### config.mk
export PLATFORM = sky130hd
export DESIGN_NAME = SdramInitRefreshCtrl
export DESIGN_NICKNAME = d
export VERILOG_FILES = /design/src/hdl/SdramPkg.sv /design/src/hdl/CtrlPkg.sv /design/src/hdl/DownTimer.sv /design/src/hdl/InitRefreshSequencer.sv /design/src/hdl/SdramInitRefreshCtrl.sv
export SDC_FILE = /design/constraint.sdc
export NUM_CORES = 1
export LEC_CHECK = 0
export CAP_MARGIN = 5
export CELL_PAD_IN_SITES_DETAIL_PLACEMENT = 0
export CELL_PAD_IN_SITES_GLOBAL_PLACEMENT = 1
export CORE_AREA = 2 2 129 131
export DETAILED_ROUTE_END_ITERATION = 10
export DIE_AREA = 0 0 131 133
export DONT_BUFFER_PORTS = 1
export PLACE_DENSITY_LB_ADDON = 0.1
export SLEW_MARGIN = 20
export SYNTH_ARGS = -nofsm -noshare
export SYNTH_HDL_FRONTEND = slang
export SYNTH_SLANG_ARGS = --single-unit
### constraint.sdc
create_clock -name Clock -period 2.1 [get_ports Clock]
set_clock_uncertainty 0.05 [all_clocks]
set_input_delay 0.42 -clock Clock [delete_from_list [all_inputs] [get_ports Clock]]
set_output_delay 0.42 -clock Clock [all_outputs]
set_load 0.005 [all_outputs]
### src/hdl/SdramPkg.sv
////////////////////////////////////////
// SDRAM device definitions: command encoding,
// address and bank widths, mode register word
////////////////////////////////////////

package SdramPkg;

	localparam int SdramAddrWidth = 13;                 // row address A12..A0
	localparam int SdramBankWidth = 2;                  // BA1..BA0, four banks

	typedef logic [4:0]                sdramCmd_t;      // {CKE, CS_L, RAS_L, CAS_L, WE_L}
	typedef logic [SdramAddrWidth-1:0] sdramAddr_t;     // address pins
	typedef logic [SdramBankWidth-1:0] sdramBank_t;     // bank select pins

	////////////////////////////////////////
	// commands, bit order CKE CS RAS CAS WE
	////////////////////////////////////////

	localparam sdramCmd_t CmdPowerUp     = 5'b00000;    // CKE and CS held low during power-up
	localparam sdramCmd_t CmdNop         = 5'b10111;    // no operation
	localparam sdramCmd_t CmdPrecharge   = 5'b10010;    // precharge, A10 selects all banks
	localparam sdramCmd_t CmdAutoRefresh = 5'b10001;    // CBR auto-refresh
	localparam sdramCmd_t CmdModeSet     = 5'b10000;    // load mode register from address pins

	// address bit that turns a precharge into precharge-all
	localparam int PrechargeAllBit = 10;

	////////////////////////////////////////
	// mode register fields
	////////////////////////////////////////

	localparam logic [2:0] ModeBurstLength1   = 3'b000; // A2..A0, single word bursts
	localparam logic       ModeBurstSequence  = 1'b0;   // A3, sequential order
	localparam logic [2:0] ModeCasLatency2    = 3'b010; // A6..A4, CL = 2
	localparam logic [1:0] ModeOperatingStd   = 2'b00;  // A8..A7, standard operation
	localparam logic       ModeWriteBurstProg = 1'b0;   // A9, writes follow burst length
	localparam logic [2:0] ModeReservedBits   = 3'b000; // A12..A10 must be zero

	// full word placed on the address pins during the mode set command
	localparam sdramAddr_t ModeRegValue = {
		ModeReservedBits,                               // A12..A10
		ModeWriteBurstProg,                             // A9
		ModeOperatingStd,                               // A8..A7
		ModeCasLatency2,                                // A6..A4
		ModeBurstSequence,                              // A3
		ModeBurstLength1                                // A2..A0
	};

endpackage

### src/hdl/CtrlPkg.sv
////////////////////////////////////////
// controller definitions: cycle count type and
// the init/refresh sequencer state encoding
////////////////////////////////////////

package CtrlPkg;

	localparam int CycleCountWidth = 16;                // timers and gap counter share this width

	typedef logic [CycleCountWidth-1:0] cycleCount_t;   // clock cycle counts

	////////////////////////////////////////
	// sequencer states
	////////////////////////////////////////

	typedef enum logic [3:0] {
		InitState     = 4'd0,                           // load power-up timer
		WaitPowerUp   = 4'd1,                           // CKE low until timer expires
		FirstNop      = 4'd2,                           // first command with CKE high
		InitPrecharge = 4'd3,                           // precharge all banks
		InitNop       = 4'd4,                           // one NOP before the refresh burst
		InitRefresh   = 4'd5,                           // one of the init auto-refreshes
		InitGap       = 4'd6,                           // NOPs after each init refresh
		ModeSet       = 4'd7,                           // program the mode register
		ModeGap       = 4'd8,                           // NOPs after mode set
		Idle          = 4'd9,                           // CPU running, wait for refresh timer
		RefPrecharge  = 4'd10,                          // periodic refresh, precharge all
		RefNop        = 4'd11,                          // one NOP before the refresh
		RefRefresh    = 4'd12,                          // periodic auto-refresh
		RefGap        = 4'd13                           // NOPs after periodic refresh
	} seqState_t;

endpackage

### src/hdl/DownTimer.sv
////////////////////////////////////////
// loadable down-counter with a done level
////////////////////////////////////////

`timescale 1ns/1ps

module DownTimer
#(
	parameter CtrlPkg::cycleCount_t Count = 16'd1       // preset taken on Load
)
(
	input  logic Clock,
	input  logic Reset_L,
	input  logic Load,                                  // one-cycle preset request
	output logic Done                                   // high while the count sits at zero
);

	import CtrlPkg::*;

	cycleCount_t count;                                 // remaining cycles

	// preset wins over counting, count parks at zero
	always_ff @(posedge Clock or negedge Reset_L)
	begin
		if (!Reset_L)
			count <= '0;                                // expired after reset
		else if (Load)
			count <= Count;
		else if (count != '0)
			count <= count - 1'b1;
	end

	assign Done = (count == '0);                        // level, not a pulse

endmodule

### src/hdl/InitRefreshSequencer.sv
////////////////////////////////////////
// SDRAM init and auto-refresh sequencer FSM,
// registered device pins and CPU reset release
////////////////////////////////////////

`timescale 1ns/1ps

module InitRefreshSequencer
#(
	parameter CtrlPkg::cycleCount_t InitRefreshCount = 16'd8,  // refreshes during init
	parameter CtrlPkg::cycleCount_t GapCycles        = 16'd3,  // NOPs after each refresh
	parameter CtrlPkg::cycleCount_t ModeGapCycles    = 16'd3   // NOPs after mode set
)
(
	input  logic                 Clock,
	input  logic                 Reset_L,
	input  logic                 PowerUpDone,        // power-up timer expired
	input  logic                 RefreshDue,         // refresh interval timer expired
	output logic                 PowerUpLoad,        // preset power-up timer
	output logic                 RefreshLoad,        // preset refresh timer
	output logic                 SdramCke,
	output logic                 SdramCs_L,
	output logic                 SdramRas_L,
	output logic                 SdramCas_L,
	output logic                 SdramWe_L,
	output SdramPkg::sdramAddr_t SdramAddr,
	output SdramPkg::sdramBank_t SdramBa,
	output logic                 ResetOut_L          // CPU held in reset until init completes
);

	import SdramPkg::*;
	import CtrlPkg::*;

	seqState_t   state;                              // current state
	seqState_t   nextState;
	cycleCount_t gapCount;                           // NOPs left in the current gap, minus one
	cycleCount_t gapNext;
	cycleCount_t refreshCount;                       // init refreshes issued so far
	cycleCount_t refreshNext;
	logic        gapLast;                            // final NOP of a gap

	sdramCmd_t   cmdNext;                            // command for the next pin cycle
	sdramAddr_t  addrNext;
	logic        cpuRunNext;                         // release CPU reset next cycle

	assign gapLast = (gapCount == '0);

	////////////////////////////////////////
	// state and counter registers
	////////////////////////////////////////

	always_ff @(posedge Clock or negedge Reset_L)
	begin
		if (!Reset_L)
		begin
			state        <= InitState;
			gapCount     <= '0;
			refreshCount <= '0;
		end
		else
		begin
			state        <= nextState;
			gapCount     <= gapNext;
			refreshCount <= refreshNext;
		end
	end

	////////////////////////////////////////
	// next state, command and address
	////////////////////////////////////////

	always_comb
	begin
		nextState   = state;
		gapNext     = gapCount;
		refreshNext = refreshCount;
		cmdNext     = CmdNop;                        // NOP unless a state says otherwise
		addrNext    = '0;
		cpuRunNext  = 1'b0;

		case (state)
			InitState:
			begin
				cmdNext     = CmdPowerUp;
				refreshNext = '0;                    // fresh init refresh tally
				nextState   = WaitPowerUp;
			end

			WaitPowerUp:
			begin
				cmdNext = CmdPowerUp;                // CKE and CS stay low
				if (PowerUpDone)
					nextState = FirstNop;
			end

			FirstNop:
				nextState = InitPrecharge;           // device leaves power-down on this NOP

			InitPrecharge:
			begin
				cmdNext                  = CmdPrecharge;
				addrNext[PrechargeAllBit] = 1'b1;    // all banks
				nextState                = InitNop;
			end

			InitNop:
				nextState = InitRefresh;

			InitRefresh:
			begin
				cmdNext     = CmdAutoRefresh;
				refreshNext = refreshCount + 1'b1;
				gapNext     = GapCycles - 1'b1;      // gap counts down to zero
				nextState   = InitGap;
			end

			InitGap:
			begin
				if (!gapLast)
					gapNext = gapCount - 1'b1;
				else if (refreshCount == InitRefreshCount)
					nextState = ModeSet;             // burst of refreshes finished
				else
					nextState = InitRefresh;
			end

			ModeSet:
			begin
				cmdNext   = CmdModeSet;
				addrNext  = ModeRegValue;            // BL1, sequential, CL2
				gapNext   = ModeGapCycles - 1'b1;
				nextState = ModeGap;
			end

			ModeGap:
			begin
				if (!gapLast)
					gapNext = gapCount - 1'b1;
				else
					nextState = Idle;                // refresh timer preset this cycle
			end

			Idle:
			begin
				cpuRunNext = 1'b1;
				if (RefreshDue)
					nextState = RefPrecharge;
			end

			RefPrecharge:
			begin
				cpuRunNext                = 1'b1;
				cmdNext                   = CmdPrecharge;
				addrNext[PrechargeAllBit] = 1'b1;
				nextState                 = RefNop;
			end

			RefNop:
			begin
				cpuRunNext = 1'b1;
				nextState  = RefRefresh;
			end

			RefRefresh:
			begin
				cpuRunNext = 1'b1;
				cmdNext    = CmdAutoRefresh;
				gapNext    = GapCycles - 1'b1;
				nextState  = RefGap;
			end

			RefGap:
			begin
				cpuRunNext = 1'b1;
				if (!gapLast)
					gapNext = gapCount - 1'b1;
				else
					nextState = Idle;
			end

			default:
				nextState = InitState;               // unused encodings restart init
		endcase
	end

	// timer presets, one cycle each
	assign PowerUpLoad = (state == InitState);
	assign RefreshLoad = ((state == ModeGap) || (state == RefGap)) && gapLast;

	////////////////////////////////////////
	// registered device and CPU pins
	////////////////////////////////////////

	always_ff @(posedge Clock or negedge Reset_L)
	begin
		if (!Reset_L)
		begin
			{SdramCke, SdramCs_L, SdramRas_L, SdramCas_L, SdramWe_L} <= CmdPowerUp;
			SdramAddr  <= '0;
			SdramBa    <= '0;
			ResetOut_L <= 1'b0;                      // CPU held in reset
		end
		else
		begin
			{SdramCke, SdramCs_L, SdramRas_L, SdramCas_L, SdramWe_L} <= cmdNext;
			SdramAddr  <= addrNext;
			SdramBa    <= '0;                        // all commands here use bank 0
			ResetOut_L <= cpuRunNext;                // high from first Idle output cycle
		end
	end

endmodule

### src/hdl/SdramInitRefreshCtrl.sv
////////////////////////////////////////
// SDRAM init/refresh controller top level
////////////////////////////////////////

`timescale 1ns/1ps

module SdramInitRefreshCtrl
#(
	parameter CtrlPkg::cycleCount_t PowerUpCycles    = 16'd5000, // 100 us at 50 MHz
	parameter CtrlPkg::cycleCount_t RefreshInterval  = 16'd375,  // idle clocks between refreshes
	parameter CtrlPkg::cycleCount_t InitRefreshCount = 16'd8,
	parameter CtrlPkg::cycleCount_t GapCycles        = 16'd3,
	parameter CtrlPkg::cycleCount_t ModeGapCycles    = 16'd3
)
(
	input  logic                 Clock,
	input  logic                 Reset_L,
	output logic                 SdramCke,
	output logic                 SdramCs_L,
	output logic                 SdramRas_L,
	output logic                 SdramCas_L,
	output logic                 SdramWe_L,
	output SdramPkg::sdramAddr_t SdramAddr,
	output SdramPkg::sdramBank_t SdramBa,
	output logic                 ResetOut_L
);

	logic PowerUpLoad;                                // sequencer to power-up timer
	logic PowerUpDone;
	logic RefreshLoad;                                // sequencer to refresh timer
	logic RefreshDue;

	DownTimer #(.Count(PowerUpCycles)) powerUpTimer0 (
		.Clock   (Clock),
		.Reset_L (Reset_L),
		.Load    (PowerUpLoad),
		.Done    (PowerUpDone)
	);

	DownTimer #(.Count(RefreshInterval)) refreshTimer0 (
		.Clock   (Clock),
		.Reset_L (Reset_L),
		.Load    (RefreshLoad),
		.Done    (RefreshDue)
	);

	InitRefreshSequencer #(
		.InitRefreshCount (InitRefreshCount),
		.GapCycles        (GapCycles),
		.ModeGapCycles    (ModeGapCycles)
	) seq0 (
		.Clock       (Clock),
		.Reset_L     (Reset_L),
		.PowerUpDone (PowerUpDone),
		.RefreshDue  (RefreshDue),
		.PowerUpLoad (PowerUpLoad),
		.RefreshLoad (RefreshLoad),
		.SdramCke    (SdramCke),
		.SdramCs_L   (SdramCs_L),
		.SdramRas_L  (SdramRas_L),
		.SdramCas_L  (SdramCas_L),
		.SdramWe_L   (SdramWe_L),
		.SdramAddr   (SdramAddr),
		.SdramBa     (SdramBa),
		.ResetOut_L  (ResetOut_L)
	);

endmodule

==> flow_metrics.py <==
metrics = {
    "placement": {
        "io_buffers": 0,
        "hpwl_um": 6430,
        "gp_congestion": 0.705,
    },
    "worst_setup_path": {
        "path_class": "flip-flop to flip-flop",
        "cp_max_fo": 5,
        "startpoint_type": "flip-flop",
        "r2r-start": "powerUpTimer0.count[0]$_DFFE_PN0P_",
        "cp.required_ns": 2.25,
        "timing.reg2reg.setup_slack_ns": 0.05,
        "cp.arrival_ns": 2.21,
        "r2r_end": "powerUpTimer0.count[8]$_DFFE_PN0P_",
        "rr_worst_depth": 7,
        "critPathCaptureType": "flip-flop",
    },
    "outcome": {
        "status": "finished, violations left",
        "violations": "negative hold slack",
    },
    "grt": {
        "overflow": 0,
        "grt_max_degree": 76,
        "antenna_found_initial": 0,
        "grt_pass1_vias": 3185,
        "grtUsageTotal_pct": 12.1,
        "grt_pass1_wl_um": 16400,
    },
    "floorplan": {
        "fp.dieH_um": 133,
        "rows": 47,
        "die_w_um": 131,
        "core-area_mm2": 0.0162,
        "start_util_pct": 25.3,
        "ios": 23,
        "dieArea_mm2": 0.0174,
    },
    "yosys": {
        "syn_avg_cell_area_um2": 9.39,
        "synth_edf_count": 0,
        "synth_cell_types": 57,
        "yosysSeqAreaShare_pct": 45.8,
        "syn_inst": 436,
        "synth_ff_type": "dfrtp_1",
        "yosysWarnings": 0,
        "synth_seq_cells": 75,
        "synth.cell_area_mm2": 0.00409,
        "synthArstFlopShare_pct": 100,
    },
    "drt": {
        "wl_per_cell_um": 14.2,
        "routed-via-count": 3219,
        "dr.pass1.iters": 4,
        "ant_nets": 0,
        "post-route-drc-count": 0,
        "drtIter0Drc": 156,
        "wirelength_um": 10000,
        "avgViaCountPerCell": 4.56,
    },
    "clocking": {
        "clkTransAtPathRegs_ns": 0.06,
        "clk_latency_ns": 0.34,
        "cts_buffers": 9,
        "clockBufferDepth": 2,
        "cts_root_buf": "clkbuf_16",
        "cts_sinks": 75,
        "tritoncts": "built",
        "cts_max_level": 3,
    },
    "sta": {
        "clock.fmax_mhz": 487,
        "setup-tns-final_ns": 0,
        "min_period_over_period_pct": 97.8,
        "rsz0062_at_grt": "true",
        "hold_viol": 75,
        "min_period_ns": 2.05,
        "setup_viol": 0,
        "timing.hold.ws_ns": -0.273,
        "worst_pin_slew_ns": 0.607,
        "maxSlewHeadroom_pct": 59.4,
        "slew_viol_final": 0,
    },
    "finish": {
        "layout_common_cells": "dfrtp_1, nand2_1, buf_4, nor2_1, o21ai_0",
        "diodes": 0,
        "syn2layout_area_growth_pct": 26.0,
        "layout-drive-gt1-share_pct": 22.4,
        "final_common_cell": "dfrtp_1",
        "nets": 495,
    },
    "hold_path": {
        "min_path_type": "primary input to async pin",
    },
    "power_and_ir_drop": {
        "power.density_mw_per_mm2": 557,
        "p_leak_uw": 0.00243,
        "vdd_ir_drop_max_mv": 0.341,
    },
    "job": {
        "cap_violations": 0,
    },
}
-- cell families (layout without fill, tap and decap cells) --
family / after synthesis / in the layout / share of synthesized area [%]
AOI/OAI and AO/OA: 77 / 77 / 11.9
xor gates and xnor gates: 20 / 20 / 4.28
adders and majority gates: 9 / 9 / 2.69
buffers and inverters: 42 / 79 / 5.41
DFF: 75 / 75 / 45.8
muxes: 14 / 14 / 3.45
other: 1 / 14 / 0.0916
and+or+nand+nor: 198 / 198 / 26.3
-- layout make-up --
cell class	instances	area, um2
clock buffers	12	256
fillers	1715	11000
flip-flops and latches	75	1880
multi-input cells	332	2210
inverters	11	41.3
repair buffers	56	497
well taps	220	275
-- registers in the layout, summed over array words and instances (netlist names), 2 cells and up --
signal	count
powerUpTimer0.count	16
refreshTimer0.count	16
seq0.gapCount	16
seq0.refreshCount	16
seq0.state	4
seq0.SdramAddr	2
-- how the worst max path moves through the flow --
| stage | cells past startpoint | startpoint | slack [ns] | endpoint |
|---|---|---|---|---|
| after floorplan | 8 | powerUpTimer0.count[0]$_DFFE_PN0P_ | 0.007 | seq0.state[1]$_DFFE_PN0P_ |
| after global placement | 7 | powerUpTimer0.count[0]$_DFFE_PN0P_ | -0.05 | powerUpTimer0.count[10]$_DFFE_PN0P_ |
| after detailed placement | 7 | powerUpTimer0.count[0]$_DFFE_PN0P_ | -0.08 | powerUpTimer0.count[1]$_DFFE_PN0P_ |
| after CTS | 8 | seq0.gapCount[0]$_DFFE_PN0P_ | 0.003 | seq0.gapCount[15]$_DFFE_PN0P_ |
| after global routing | 7 | powerUpTimer0.count[0]$_DFFE_PN0P_ | -0.05 | powerUpTimer0.count[8]$_DFFE_PN0P_ |
| final | 7 | powerUpTimer0.count[0]$_DFFE_PN0P_ | 0.05 | powerUpTimer0.count[8]$_DFFE_PN0P_ |
-- Yosys cell counts, types with 2 or more instances --
library cell | count | area share, %
or2_2 | 2 | 0.31
nor2b_1 | 2 | 0.31
nor3_1 | 15 | 1.8
nor4b_2 | 4 | 1.5
buf_4 | 14 | 2.6
a21oi_1 | 14 | 1.7
or3_1 | 10 | 1.5
nor3b_1 | 2 | 0.37
nor4_1 | 13 | 2.0
clkbuf_1 | 12 | 1.1
o211ai_1 | 6 | 1.1
xnor2_1 | 13 | 2.8
xor2_1 | 7 | 1.5
dfrtp_1 | 75 | 46
nand2_1 | 56 | 5.1
o31ai_1 | 6 | 1.1
mux2i_1 | 13 | 3.2
a31oi_1 | 3 | 0.46
and2_1 | 6 | 0.92
nand3b_1 | 3 | 0.55
inv_1 | 10 | 0.92
nor4b_1 | 6 | 1.3
nand4_1 | 4 | 0.61
a211oi_1 | 2 | 0.37
ha_1 | 8 | 2.4
nor2_1 | 36 | 3.3
o41ai_1 | 2 | 0.43
o21ai_0 | 30 | 3.7
o21a_1 | 2 | 0.37
a31o_2 | 2 | 0.43
buf_2 | 3 | 0.37
or4_1 | 8 | 1.5
nand2b_1 | 5 | 0.76
nand3_1 | 13 | 1.6
and3_1 | 7 | 1.1
-- routing by layer --
| layer | part of all wire (%) | GRT usage [%] |
|---|---|---|
| met3 | 2.6 | 3.96 |
| met1 | 49 | 16.3 |
| met4 | 1.0 | 3.19 |
| met2 | 47 | 18.7 |
| met5 | 0 | 0 |
-- report_power, final --
part	switching, uW	internal [uW]	total (uW)
combinational	6.04	0	6.04
sequential	0	1450	1450
clock	582	839	1420
total	588	2280	2870
-- stage by stage --
stage	setup slack (ns)	instance area (um2)	cells	utilization, %	power [uW]
2_1_floorplan	0.00740	4140	449	-	1500
3_3_place_gp	-0.0470	4630	686	28.6	1480
3_5_place_dp	-0.0757	4630	686	28.6	1480
4_1_cts	0.00313	4900	698	30.3	2950
5_1_grt	-0.0502	5160	706	31.9	2990
6_report	0.0454	5160	706	31.9	2870
-- repair_timing --
action,CTS,global route
pin swaps,0,8
endpoints found under the hold margin,75,75
endpoints found under the setup margin,9,16
setup buffers,0,6
cloned,0,2
resized for setup,3,33
-- critical path: stages (launching register included) --
cell and delay [ns]:
dfrtp_1 0.39, inv_2 0.08, ha_4 0.14, or3b_4 0.38, or3_4 0.42, nor4b_4 0.24
xnor2_1 0.15, nand2_1 0.06
Power figures use the tool's default switching activity.
